**src/hdl/der_pkg.sv**
```systemverilog
// Shared definitions for the drawing engine register block
// Host word address map and drawing opcodes
// Command dispatcher states
// Bit positions of fields inside packed host words
// Level-1/level-2 register set and host bus cycle structs

package der_pkg;

  localparam int DER_DATA_W = 32;          // Host data bus width

  //////////////////////
  // Host address map
  //////////////////////
  typedef enum logic [6:0] {
    BUF_CTRL = 7'h00,                      // Buffer control
    SORG     = 7'h01,                      // Source origin
    DORG     = 7'h02,                      // Destination origin
    PTCH     = 7'h03,                      // Source/dest pitch
    CMD      = 7'h04,                      // Command word
    FORE     = 7'h05,                      // Foreground color
    BACK     = 7'h06,                      // Background color
    MASK_KEY = 7'h07,                      // Plane mask and color key
    XY0      = 7'h08,                      // XY words, XY4 kicks the command
    XY1      = 7'h09,
    XY2      = 7'h0A,
    XY3      = 7'h0B,
    XY4      = 7'h0C,
    STATUS   = 7'h0F                       // Read only
  } der_addr_e;

  typedef enum logic [3:0] {
    OPC_NOOP = 4'h0,                       // Load only, engine idle
    OPC_BLT  = 4'h1,                       // 2D BLT
    OPC_LINE = 4'h2                        // 2D line
  } der_opc_e;

  typedef enum logic [1:0] {
    IDLE,                                  // Waiting for cmdrdy
    LOAD,                                  // Copy L1 to L2, ack host
    GO,                                    // Start pulse to engine
    WAIT                                   // Engine running
  } der_state_e;

  //////////////////////
  // Packed word layout
  //////////////////////
  localparam int PTCH_DPTCH_LSB = 16;      // sptch sits at bit 0
  localparam int CMD_ROP_LSB    = 4;       // opc sits at bit 0
  localparam int CMD_STYLE_LSB  = 8;
  localparam int CMD_APAT_LSB   = 13;
  localparam int CMD_CLP_LSB    = 16;
  localparam int MK_MASK_LSB    = 24;      // key sits at bit 0
  localparam int STAT_BUSY_HB   = 0;       // Status bit, level 1 held
  localparam int STAT_ENG_BUSY  = 1;       // Status bit, dispatcher active

  // One full register set, level 1 or level 2
  typedef struct packed {
    logic [11:0]                 buf_ctrl;
    logic [DER_DATA_W-1:0]       sorg;
    logic [DER_DATA_W-1:0]       dorg;
    logic [11:0]                 sptch;    // PTCH low half
    logic [11:0]                 dptch;    // PTCH high half
    logic [3:0]                  opc;
    logic [3:0]                  rop;
    logic [4:0]                  style;
    logic [1:0]                  apat;
    logic [2:0]                  clp;
    logic [DER_DATA_W-1:0]       fore;
    logic [DER_DATA_W-1:0]       back;
    logic [3:0]                  mask;
    logic [23:0]                 key;
    logic [4:0][DER_DATA_W-1:0]  xy;       // xy[n] at address XY0 + n
  } der_regs_t;

  // One host bus cycle
  typedef struct packed {
    logic                        csn;      // Chip select, low active
    logic                        wstrb;    // Write strobe
    logic [6:0]                  adr;      // Word address
    logic [3:0]                  ben;      // Byte enables
    logic [DER_DATA_W-1:0]       din;      // Write data
  } der_host_wr_t;

endpackage

```
**src/hdl/der_active_regs.sv**
```systemverilog
// Level-2 active register set
// Whole level-1 set captured in one cycle on load_actvn
// Engine reads these while the host refills level 1

`timescale 1ns/100ps

module der_active_regs (
  input  logic                de_clk,      // Drawing engine clock
  input  logic                rst_n,       // Async reset, low active
  input  logic                load_actvn,  // Low one cycle from dispatcher
  input  der_pkg::der_regs_t  regs_1,      // Level-1 set from host side
  output der_pkg::der_regs_t  regs_2       // Active set for the engine
);

  //////////////////////
  // Level-2 capture
  //////////////////////
  // Held between loads, so a host write to level 1 never
  // reaches a command already handed to the engine
  always_ff @(posedge de_clk or negedge rst_n) begin
    if (!rst_n) begin
      regs_2 <= '0;                        // Reads as all zero after reset
    end else if (!load_actvn) begin
      regs_2 <= regs_1;                    // Edge ending the LOAD cycle
    end
  end

endmodule

```
**src/hdl/der_dispatch.sv**
```systemverilog
// Command dispatcher FSM
// IDLE -> LOAD -> GO -> WAIT per ready command
// Load strobe and acknowledge in LOAD, line/BLT start in GO
// Next command held off until the engine drops busy

`timescale 1ns/100ps

module der_dispatch (
  input  logic               de_clk,       // Drawing engine clock
  input  logic               rst_n,        // Async reset, low active
  input  logic               cmdrdy,       // Level 1 holds a command
  input  logic               dex_busy,     // Engine executing
  input  der_pkg::der_opc_e  opc_1,        // Level-1 opcode
  output logic               cmdack,       // One cycle, clears cmdrdy
  output logic               load_actvn,   // Low one cycle, copy L1 to L2
  output logic               goline,       // Start 2D line
  output logic               goblt,        // Start 2D BLT
  output logic               engine_busy   // Dispatcher not idle
);

  der_pkg::der_state_e  state;             // Current state
  der_pkg::der_state_e  state_nxt;         // Next state
  der_pkg::der_opc_e    opc_2;             // Opcode of the loaded command
  logic                 is_draw;           // L1 opcode starts the engine

  assign is_draw = (opc_1 == der_pkg::OPC_LINE) || (opc_1 == der_pkg::OPC_BLT);

  //////////////////////
  // State register
  //////////////////////
  always_ff @(posedge de_clk or negedge rst_n) begin
    if (!rst_n) begin
      state <= der_pkg::IDLE;
    end else begin
      state <= state_nxt;
    end
  end

  // Opcode follows the loaded set, not later host writes
  always_ff @(posedge de_clk or negedge rst_n) begin
    if (!rst_n) begin
      opc_2 <= der_pkg::OPC_NOOP;
    end else if (state == der_pkg::LOAD) begin
      opc_2 <= opc_1;                      // L1 is frozen while cmdrdy
    end
  end

  //////////////////////
  // Next state
  //////////////////////
  always_comb begin
    state_nxt = state;
    case (state)
      der_pkg::IDLE: begin
        if (cmdrdy) begin
          state_nxt = der_pkg::LOAD;
        end
      end
      der_pkg::LOAD: begin
        // No-op and unknown opcodes only load level 2
        state_nxt = is_draw ? der_pkg::GO : der_pkg::IDLE;
      end
      der_pkg::GO: begin
        state_nxt = der_pkg::WAIT;         // Engine sees go this cycle
      end
      der_pkg::WAIT: begin
        if (!dex_busy) begin
          state_nxt = der_pkg::IDLE;
        end
      end
      default: begin
        state_nxt = der_pkg::IDLE;
      end
    endcase
  end

  //////////////////////
  // Outputs
  //////////////////////
  assign cmdack      = (state == der_pkg::LOAD);
  assign load_actvn  = (state != der_pkg::LOAD);                  // Low active
  assign goline      = (state == der_pkg::GO) && (opc_2 == der_pkg::OPC_LINE);
  assign goblt       = (state == der_pkg::GO) && (opc_2 == der_pkg::OPC_BLT);
  assign engine_busy = (state != der_pkg::IDLE);

endmodule

```
**src/hdl/der_host_regs.sv**
```systemverilog
// Level-1 host register set
// Address decode with per-byte write enables
// Command-ready flag, set by an XY4 write, cleared by cmdack
// Host writes are dropped while a command is pending

`timescale 1ns/100ps

module der_host_regs (
  input  logic                   de_clk,   // Drawing engine clock
  input  logic                   rst_n,    // Async reset, low active
  input  der_pkg::der_host_wr_t  host,     // Host bus cycle
  input  logic                   cmdack,   // Dispatcher took the command
  output der_pkg::der_regs_t     regs_1,   // Level-1 register set
  output logic                   cmdrdy    // Command waiting for dispatch
);

  localparam int DW = der_pkg::DER_DATA_W;

  der_pkg::der_addr_e  wr_adr;             // Decoded host address
  logic                wr_en;              // Accepted host write
  logic [DW-1:0]       cur_w;              // Current word at wr_adr
  logic [DW-1:0]       new_w;              // Word after byte merge

  // Replace only the enabled bytes
  function automatic logic [DW-1:0] merge_bytes(
    input logic [DW-1:0] old_w,
    input logic [DW-1:0] din,
    input logic [3:0]    ben
  );
    logic [DW-1:0] res;
    res = old_w;
    for (int i = 0; i < 4; i++) begin
      if (ben[i]) begin
        res[8*i +: 8] = din[8*i +: 8];
      end
    end
    return res;
  endfunction

  assign wr_adr = der_pkg::der_addr_e'(host.adr);
  assign wr_en  = ~host.csn & host.wstrb & ~cmdrdy;  // Back-pressure while pending

  //////////////////////
  // Word view of the addressed register
  //////////////////////
  always_comb begin
    cur_w = '0;
    case (wr_adr)
      der_pkg::BUF_CTRL: cur_w[11:0] = regs_1.buf_ctrl;
      der_pkg::SORG:     cur_w       = regs_1.sorg;
      der_pkg::DORG:     cur_w       = regs_1.dorg;
      der_pkg::PTCH: begin
        cur_w[11:0]                           = regs_1.sptch;
        cur_w[der_pkg::PTCH_DPTCH_LSB +: 12]  = regs_1.dptch;
      end
      der_pkg::CMD: begin
        cur_w[3:0]                            = regs_1.opc;
        cur_w[der_pkg::CMD_ROP_LSB +: 4]      = regs_1.rop;
        cur_w[der_pkg::CMD_STYLE_LSB +: 5]    = regs_1.style;
        cur_w[der_pkg::CMD_APAT_LSB +: 2]     = regs_1.apat;
        cur_w[der_pkg::CMD_CLP_LSB +: 3]      = regs_1.clp;
      end
      der_pkg::FORE:     cur_w       = regs_1.fore;
      der_pkg::BACK:     cur_w       = regs_1.back;
      der_pkg::MASK_KEY: begin
        cur_w[23:0]                           = regs_1.key;
        cur_w[der_pkg::MK_MASK_LSB +: 4]      = regs_1.mask;
      end
      der_pkg::XY0, der_pkg::XY1, der_pkg::XY2,
      der_pkg::XY3, der_pkg::XY4: cur_w = regs_1.xy[host.adr[2:0]];
      default:           cur_w       = '0;    // STATUS and holes
    endcase
  end

  assign new_w = merge_bytes(cur_w, host.din, host.ben);

  //////////////////////
  // Level-1 registers
  //////////////////////
  always_ff @(posedge de_clk or negedge rst_n) begin
    if (!rst_n) begin
      regs_1 <= '0;
    end else if (wr_en) begin
      case (wr_adr)
        der_pkg::BUF_CTRL: regs_1.buf_ctrl <= new_w[11:0];
        der_pkg::SORG:     regs_1.sorg     <= new_w;
        der_pkg::DORG:     regs_1.dorg     <= new_w;
        der_pkg::PTCH: begin
          regs_1.sptch <= new_w[11:0];
          regs_1.dptch <= new_w[der_pkg::PTCH_DPTCH_LSB +: 12];
        end
        der_pkg::CMD: begin
          regs_1.opc   <= new_w[3:0];
          regs_1.rop   <= new_w[der_pkg::CMD_ROP_LSB +: 4];
          regs_1.style <= new_w[der_pkg::CMD_STYLE_LSB +: 5];
          regs_1.apat  <= new_w[der_pkg::CMD_APAT_LSB +: 2];
          regs_1.clp   <= new_w[der_pkg::CMD_CLP_LSB +: 3];
        end
        der_pkg::FORE:     regs_1.fore     <= new_w;
        der_pkg::BACK:     regs_1.back     <= new_w;
        der_pkg::MASK_KEY: begin
          regs_1.key  <= new_w[23:0];
          regs_1.mask <= new_w[der_pkg::MK_MASK_LSB +: 4];
        end
        der_pkg::XY0, der_pkg::XY1, der_pkg::XY2,
        der_pkg::XY3, der_pkg::XY4: regs_1.xy[host.adr[2:0]] <= new_w;  // 0x08 + n
        default: ;                                             // Read only or unmapped
      endcase
    end
  end

  // Command ready handshake
  always_ff @(posedge de_clk or negedge rst_n) begin
    if (!rst_n) begin
      cmdrdy <= 1'b0;
    end else if (cmdack) begin
      cmdrdy <= 1'b0;                                        // Ends with the LOAD cycle
    end else if (wr_en && wr_adr == der_pkg::XY4) begin
      cmdrdy <= 1'b1;                                        // Last XY word kicks it
    end
  end

endmodule

```
**src/hdl/der_rdmux.sv**
```systemverilog
// Host read-back multiplexer
// Level-1 registers by word address, zero-extended
// Packed PTCH, CMD and MASK_KEY words rebuilt from fields
// Status word with host busy and engine busy bits

`timescale 1ns/100ps

module der_rdmux (
  input  der_pkg::der_addr_e              hb_adr,       // Host read address
  input  der_pkg::der_regs_t              regs_1,       // Level-1 set
  input  logic                            busy_hb,      // Command pending
  input  logic                            engine_busy,  // Dispatcher active
  output logic [der_pkg::DER_DATA_W-1:0]  hb_dout       // Read data, same cycle
);

  //////////////////////
  // Read select
  //////////////////////
  always_comb begin
    hb_dout = '0;                          // Unused bits read zero
    case (hb_adr)
      der_pkg::BUF_CTRL: hb_dout[11:0] = regs_1.buf_ctrl;
      der_pkg::SORG:     hb_dout       = regs_1.sorg;
      der_pkg::DORG:     hb_dout       = regs_1.dorg;
      der_pkg::PTCH: begin
        hb_dout[11:0]                          = regs_1.sptch;
        hb_dout[der_pkg::PTCH_DPTCH_LSB +: 12] = regs_1.dptch;
      end
      der_pkg::CMD: begin
        hb_dout[3:0]                           = regs_1.opc;
        hb_dout[der_pkg::CMD_ROP_LSB +: 4]     = regs_1.rop;
        hb_dout[der_pkg::CMD_STYLE_LSB +: 5]   = regs_1.style;
        hb_dout[der_pkg::CMD_APAT_LSB +: 2]    = regs_1.apat;
        hb_dout[der_pkg::CMD_CLP_LSB +: 3]     = regs_1.clp;
      end
      der_pkg::FORE:     hb_dout       = regs_1.fore;
      der_pkg::BACK:     hb_dout       = regs_1.back;
      der_pkg::MASK_KEY: begin
        hb_dout[23:0]                          = regs_1.key;
        hb_dout[der_pkg::MK_MASK_LSB +: 4]     = regs_1.mask;
      end
      der_pkg::XY0:      hb_dout       = regs_1.xy[0];
      der_pkg::XY1:      hb_dout       = regs_1.xy[1];
      der_pkg::XY2:      hb_dout       = regs_1.xy[2];
      der_pkg::XY3:      hb_dout       = regs_1.xy[3];
      der_pkg::XY4:      hb_dout       = regs_1.xy[4];
      der_pkg::STATUS: begin
        hb_dout[der_pkg::STAT_BUSY_HB]  = busy_hb;      // Poll before next write
        hb_dout[der_pkg::STAT_ENG_BUSY] = engine_busy;  // Falls at command end
      end
      default:           hb_dout       = '0;            // Unmapped holes
    endcase
  end

endmodule

```
**src/hdl/der_top.sv**
```systemverilog
// Drawing engine register block, top level
// Level-1 host registers, command dispatcher
// Level-2 active registers, host read-back mux
// Single clock domain on de_clk

`timescale 1ns/100ps

module der_top (
  input  logic                            de_clk,      // Drawing engine clock
  input  logic                            rst_n,       // Async reset, low active
  input  der_pkg::der_host_wr_t           host,        // Host bus cycle
  input  logic                            dex_busy,    // Engine executing
  output logic [der_pkg::DER_DATA_W-1:0]  hb_dout,     // Host read data
  output logic                            busy_hb,     // Level 1 held
  output logic                            goline,      // Start 2D line
  output logic                            goblt,       // Start 2D BLT
  output logic                            load_actvn,  // L1 to L2 strobe
  output der_pkg::der_regs_t              regs_2       // Active set
);

  der_pkg::der_regs_t  regs_1;             // Host side set
  logic                cmdrdy;             // Command pending
  logic                cmdack;             // Dispatcher took it
  logic                engine_busy;        // Dispatcher not idle

  assign busy_hb = cmdrdy;                 // Host waits on the pending flag

  //////////////////////
  // Level 1
  //////////////////////
  der_host_regs u_der_host_regs (
    .de_clk       (de_clk),
    .rst_n        (rst_n),
    .host         (host),
    .cmdack       (cmdack),
    .regs_1       (regs_1),
    .cmdrdy       (cmdrdy)
  );

  //////////////////////
  // Dispatcher
  //////////////////////
  der_dispatch u_der_dispatch (
    .de_clk       (de_clk),
    .rst_n        (rst_n),
    .cmdrdy       (cmdrdy),
    .dex_busy     (dex_busy),
    .opc_1        (der_pkg::der_opc_e'(regs_1.opc)),
    .cmdack       (cmdack),
    .load_actvn   (load_actvn),
    .goline       (goline),
    .goblt        (goblt),
    .engine_busy  (engine_busy)
  );

  // Level 2
  der_active_regs u_der_active_regs (
    .de_clk       (de_clk),
    .rst_n        (rst_n),
    .load_actvn   (load_actvn),
    .regs_1       (regs_1),
    .regs_2       (regs_2)
  );

  // Read back
  der_rdmux u_der_rdmux (
    .hb_adr       (der_pkg::der_addr_e'(host.adr)),
    .regs_1       (regs_1),
    .busy_hb      (cmdrdy),
    .engine_busy  (engine_busy),
    .hb_dout      (hb_dout)
  );

endmodule

```
**config.mk**
```make
export PLATFORM = sky130hd
export DESIGN_NAME = der_top
export DESIGN_NICKNAME = d
export VERILOG_FILES = /design/src/hdl/der_pkg.sv /design/src/hdl/der_active_regs.sv /design/src/hdl/der_dispatch.sv /design/src/hdl/der_host_regs.sv /design/src/hdl/der_rdmux.sv /design/src/hdl/der_top.sv
export SDC_FILE = /design/constraint.sdc
export NUM_CORES = 1
export LEC_CHECK = 0
export BUFFER_PORTS_ARGS = -buffer_cell sky130_fd_sc_hd__buf_2
export CAP_MARGIN = 20
export CORE_MARGIN = 1
export CORE_UTILIZATION = 45
export CTS_BUF_LIST = sky130_fd_sc_hd__clkbuf_16
export DETAILED_ROUTE_END_ITERATION = 8
export PLACE_DENSITY = 0.65
export SLEW_MARGIN = 30
export SYNTH_ARGS = -nofsm -noshare
export SYNTH_HDL_FRONTEND = slang
export SYNTH_SLANG_ARGS = --single-unit
```
**constraint.sdc**
```tcl
create_clock -name de_clk -period 2.8 [get_ports de_clk]
set_input_delay 0.56 -clock de_clk [delete_from_list [all_inputs] [get_ports de_clk]]
set_output_delay 0.56 -clock de_clk [all_outputs]
set_load 0.02 [all_outputs]
```
== Yosys cells after proc, flatten, opt, wreduce, memory -nomap -nowiden ==
Cells that the tools add are included.
Word-level totals
  flip-flop bits (word level): 747
  bits in latches: 0
  RAM bits: 0
  bits in read-only memories: 0
  input bits: 48
  output and inout bits: 406
  word-level logic and storage cells: 118
  memories kept: 0
Operators by class
  add/sub/neg operators: 0
  multiply operators: 0
  div/mod/pow operators: 0
  magnitude comparators: 2
  equality and inequality tests: 23
  shift operators: 0
  mux-type cells: 28
  bitwise logic cells: 4
  reductions and logical operators: 20
Operator list (number)
  $bwmux 160: 1
  $pmux 10 s13: 1
  $pmux 12 s9: 1
  $pmux 9 s11: 1
  $bmux 32 s3: 1
  $demux 32 s3: 1
  $mux 32: 2
  $pmux 9 s7: 1
  $eq 7x4->1 const B: 6
  $pmux 3 s12: 1
  $pmux 4 s9: 1
  $pmux 3 s11: 1
  $mux 8: 4
  $eq 7x3->1 const B: 4
  $pmux 2 s14: 1
  $pmux 3 s8: 1
  $pmux 3 s7: 1
  $pmux 4 s5: 1
  $reduce_and 2->1: 10
  $eq 7x2->1 const B: 2
  $pmux 1 s10: 1
  $eq 4x1->1 const B: 2
  $eq 4x2->1 const B: 2
  $pmux 2 s4: 1
  other kinds (18): 29

== Logic depth before layout (Yosys ltp) ==
  depth after elaboration: 6
  depth in mapped cells: 13
  mapped depth without buffers: 6

== Modules after synthesis ==
From an unflattened synthesis, not the netlist that was laid out.
Unflattened totals
  cells, all modules: 3085
  area, all modules: 36732.7 µm²
By module, submodules not included
  der_host_regs: instances 1, cells an instance 1780, area each 17889.7 µm², sequential area each 9283.9 µm²
  der_active_regs: instances 1, cells an instance 781, area each 15044.4 µm², sequential area each 9258.9 µm²
  der_rdmux: instances 1, cells an instance 500, area each 3495.9 µm², sequential area each 0.0 µm²
  der_dispatch: instances 1, cells an instance 24, area each 302.8 µm², sequential area each 150.1 µm²

== Least setup slack after synthesis ==
No wires, ideal clock.
  path kind: input -> output
  start point: input port host[36] (netlist name)
  end point: output port hb_dout[1] (netlist name)
  arrival: 2544 ps
  required time: 2240 ps
  path slack: -304 ps
  cell stages on the path: 8
  path buffers: 6
  path through: buf_2 buf_6 buf_4 buf_4 buf_4 buf_2 mux4_2 o21ai_0
Between the ends
  word-level cells in the longest chain between the ends: 2
  elaborated cells on any way between the ends: 15
  those cells by class: eq/ne (13); mux (1); reduce/logical (1)
Ends and longest elaborated chain
  from (decl): line der_top.sv:11  | input der_pkg::der_host_wr_t host,
  $eq 7x4->1 (tied with other cells): line der_rdmux.sv:21  | case (hb_adr)
  $pmux 2 s14 *: line der_rdmux.sv:21
  to (decl): line der_top.sv:13  | output logic [der_pkg::DER_DATA_W-1:0] hb_dout,
Every way passes the cells marked *; elsewhere a longest branch is shown, timed or not.

== Worst setup path after layout ==
  start point: input port host[40] (netlist name)
  end point: output port hb_dout[10] (netlist name)
Between the ends
  word-level cells in the longest chain between the ends: 2
  elaborated cells on any way between the ends: 14
  those cells by class: eq/ne (12); mux (1); reduce/logical (1)
Ends and longest elaborated chain (line)
  $eq 7x4->1 (tied with other cells): der_rdmux.sv:21
  $pmux 10 s13 *: der_rdmux.sv:21
Marked as above.

==> qor.yml <==
outcome: "complete, but fails checks"
violations: "setup timing"
cts_buffers: 77
final-hold-violation-count: 0
slowest_stage: "or4_4"
cp.arrival_ps: 2330
slowest_delay_ps: 540
cts_sinks: 743
slew_violations: 0
wl_um: 114400
nets: 3367
hold_class: "in2reg"
r2r_start: "u_der_host_regs.regs_1[272]"
r2r_end: "u_der_host_regs.regs_1[238]"
worstSetupStartpointType: "primary input"
grt.overflow.total: 0
crit_path_end_kind: "output port"
skew_ps: 30.86
drive_gt1_share_pct: 43.58
syn_nets: 2663
final_cell_mix: "740 x dfrtp_1, 426 x buf_2, 400 x mux2_2"
vias_per_cell: 5.813
grt_pass1_wl_um: 167400
drtIter0Drc: 2431
ys_warn_count: 0
p_leak_nw: 20.73
whs_ps: 239.8
num_vias: 25070
worst_pin_slew_ps: 855.3
cp.required_ps: 2240
clkSlewWorstSetupHoldPaths_ps: 60
place_hpwl_um: 84470
initial_core_util_pct: 45.57
place_congestion: 0.9416
synth_cell_types: 85
syn2layout_area_growth_pct: 28.79
antenna_found_initial: 0
utilization_pct: 58.68
multi_input_area_um2: 12160
htreeDepth: 3
final.fill_count: 5617
total_power_mw: 31.64
die-area_um2: 70750
syn_inst: 2615
max_clock_freq_mhz: 345.7
synth_ff_type: "dfrtp_1"
die_h_um: 266.0
dr.pass1.iters: 6
drtAntennaViolNets: 0
p_per_area_nw_per_um2: 783.4
wl_per_cell_um: 26.51
dpl-instance-area_um2: 36810
root_buffer: "clkbuf_16"
synth_edf_count: 0
setup_ws_ps: -92.38
fin_crit_sh_pct: 103.3
timing.slew.headroom_pct: 42.86
setup_viol: 3
grt_start_max_net_pins: 80
grt_pass1_vias: 25041
cts_tree: "yes"
maxCapViolations: 0
pin_count: 454
rrSetupSlack_ps: 430
hold_path_depth: 3
critical_path.max_fanout: 5
core_um2: 68830
io_buffers: 453
critical_path_class: "in2out"
final_common_cell: "dfrtp_1"
syn_area_um2: 31360
hold_path_startpoint: "host[16]"
cts_buffer_depth: 3
rows: 96
drc: 0
fin_crit_ps: 2892
synthArstFlopShare_pct: 100.0
worstHoldEndpoint: "u_der_host_regs.regs_1[48]"
ir_worst_vdd_v: 0.0005639
ys_ff_latch: 743
antenna_cells: 0
reg2regPathDepth: 7
finalInstanceArea_um2: 40390
worstPathCellList: "buf_8 -> buf_6 -> or4_4 -> buf_8 -> a211o_1 -> and4_1 -> o211ai_1 -> buf_4 -> buf_6"
rsz0062_at_grt: "true"
regArea_um2: 18600
die_w_um: 266.0
yosysSeqAreaShare_pct: 59.29
worstSkewPairLatency_ps: 650
syn_area_per_cell_um2: 11.99
grt_usage_pct: 32.16
power by group:
| part | leakage (nW) | internal (mW) | switching [mW] |
|---|---|---|---|
| Combinational | 9.25 | 3.23 | 4.50 |
| Sequential | 10.2 | 12.5 | 1.34 |
| Clock | 1.26 | 5.62 | 4.41 |
| Total | 20.7 | 21.4 | 10.2 |
cells in the mapped netlist, types with 6 or more instances:
cell / instances / area share [%]
dfrtp_1: 743 / 59
mux2_2: 401 / 14
nor2_1: 257 / 3.1
a21oi_1: 226 / 3.6
nand2_1: 178 / 2.1
o21ai_0: 138 / 2.2
clkbuf_1: 108 / 1.3
buf_2: 55 / 0.88
mux2i_1: 50 / 1.6
a22oi_1: 43 / 1.0
nand3_1: 31 / 0.49
a31oi_1: 25 / 0.50
buf_4: 19 / 0.45
nor3_1: 19 / 0.30
a22o_1: 18 / 0.50
nand4_1: 15 / 0.30
nand3b_1: 14 / 0.34
o21ai_1: 14 / 0.22
o22ai_1: 14 / 0.28
a211oi_1: 13 / 0.31
nor2b_1: 13 / 0.26
a32oi_1: 12 / 0.34
and3_1: 12 / 0.24
buf_6: 12 / 0.43
a221oi_1: 10 / 0.28
o2bb2ai_1: 10 / 0.28
a22oi_2: 9 / 0.36
and2_1: 8 / 0.16
inv_1: 8 / 0.096
o211ai_1: 8 / 0.19
buf_1: 7 / 0.084
nand2b_1: 7 / 0.14
nor3b_1: 7 / 0.17
a21o_1: 6 / 0.14
a32o_1: 6 / 0.19
mux4_2: 6 / 0.43
o32ai_1: 6 / 0.17
or4_1: 6 / 0.14
metal layers:
| layer | vias to the layer above | wire (um) | global-route usage [%] |
|---|---|---|---|
| met5 | - | 0 | 0 |
| met4 | 0 | 3838 | 11.48 |
| met3 | 213 | 9148 | 6.257 |
| met2 | 1208 | 53930 | 51.46 |
| met1 | 12899 | 47440 | 43.67 |
| li1 | 10750 | - | - |
flip-flops by register name (all words and copies together) (netlist names), named ones only:
signal,flops
u_der_active_regs.regs_2,366
u_der_dispatch.opc_2,4
u_der_dispatch.state,1
u_der_host_regs.cmdrdy,1
u_der_host_regs.regs_1,370
worst max path at each step:
stage,startpoint,endpoint,cells after the start
finish,host[40],hb_dout[10],9
global route,host[40],hb_dout[10],9
CTS,host[40],hb_dout[10],9
detailed placement,host[37],hb_dout[21],7
global placement,host[38],hb_dout[8],6
floorplan,host[36],hb_dout[1],8
critical path: cells and delay by family:
family                 cells  cell delay [ps]
AO/OA/AOI/OAI              2              380
buffers and inverters      5              670
AND/OR/NAND/NOR            2              730
final cells by class:
class                           instances  share of cell area (%)
Inverter                                9                 0.09293
Tap cell                              931                   2.884
Timing Repair Buffer                  828                   14.82
Clock buffer                           81                   5.018
Sequential cell                       743                   46.04
Multi-Input combinational cell       1660                   30.10
Clock inverter                         61                   1.038
cell families after synthesis:
family | synth area share (%)
compound gates | 11.80
xor+xnor | 0.02793
buf+inv | 3.343
flops | 59.29
mux | 16.70
simple gates | 8.841
metrics by stage:
step,worst slack [ps],std cells,TNS [ps]
2_1_floorplan,-46.73,2615,-46.73
6_report,-92.38,4313,-131.5
5_1_grt,-115.1,4313,-437.1
3_5_place_dp,-275.1,4108,-25310
4_1_cts,-111.4,4283,-285.2
3_3_place_gp,-454.6,4108,-22960
repair_timing:
item | in CTS | in global routing
gates cloned | 1 | 0
endpoints found under the hold margin | 19 | 0
setup buffers | 31 | 30
endpoints found under the setup margin | 32 | 33
pin swaps | 17 | 22
hold buffers | 1 | 0
resized for setup | 80 | 71
(Power assumes the default switching activity.)
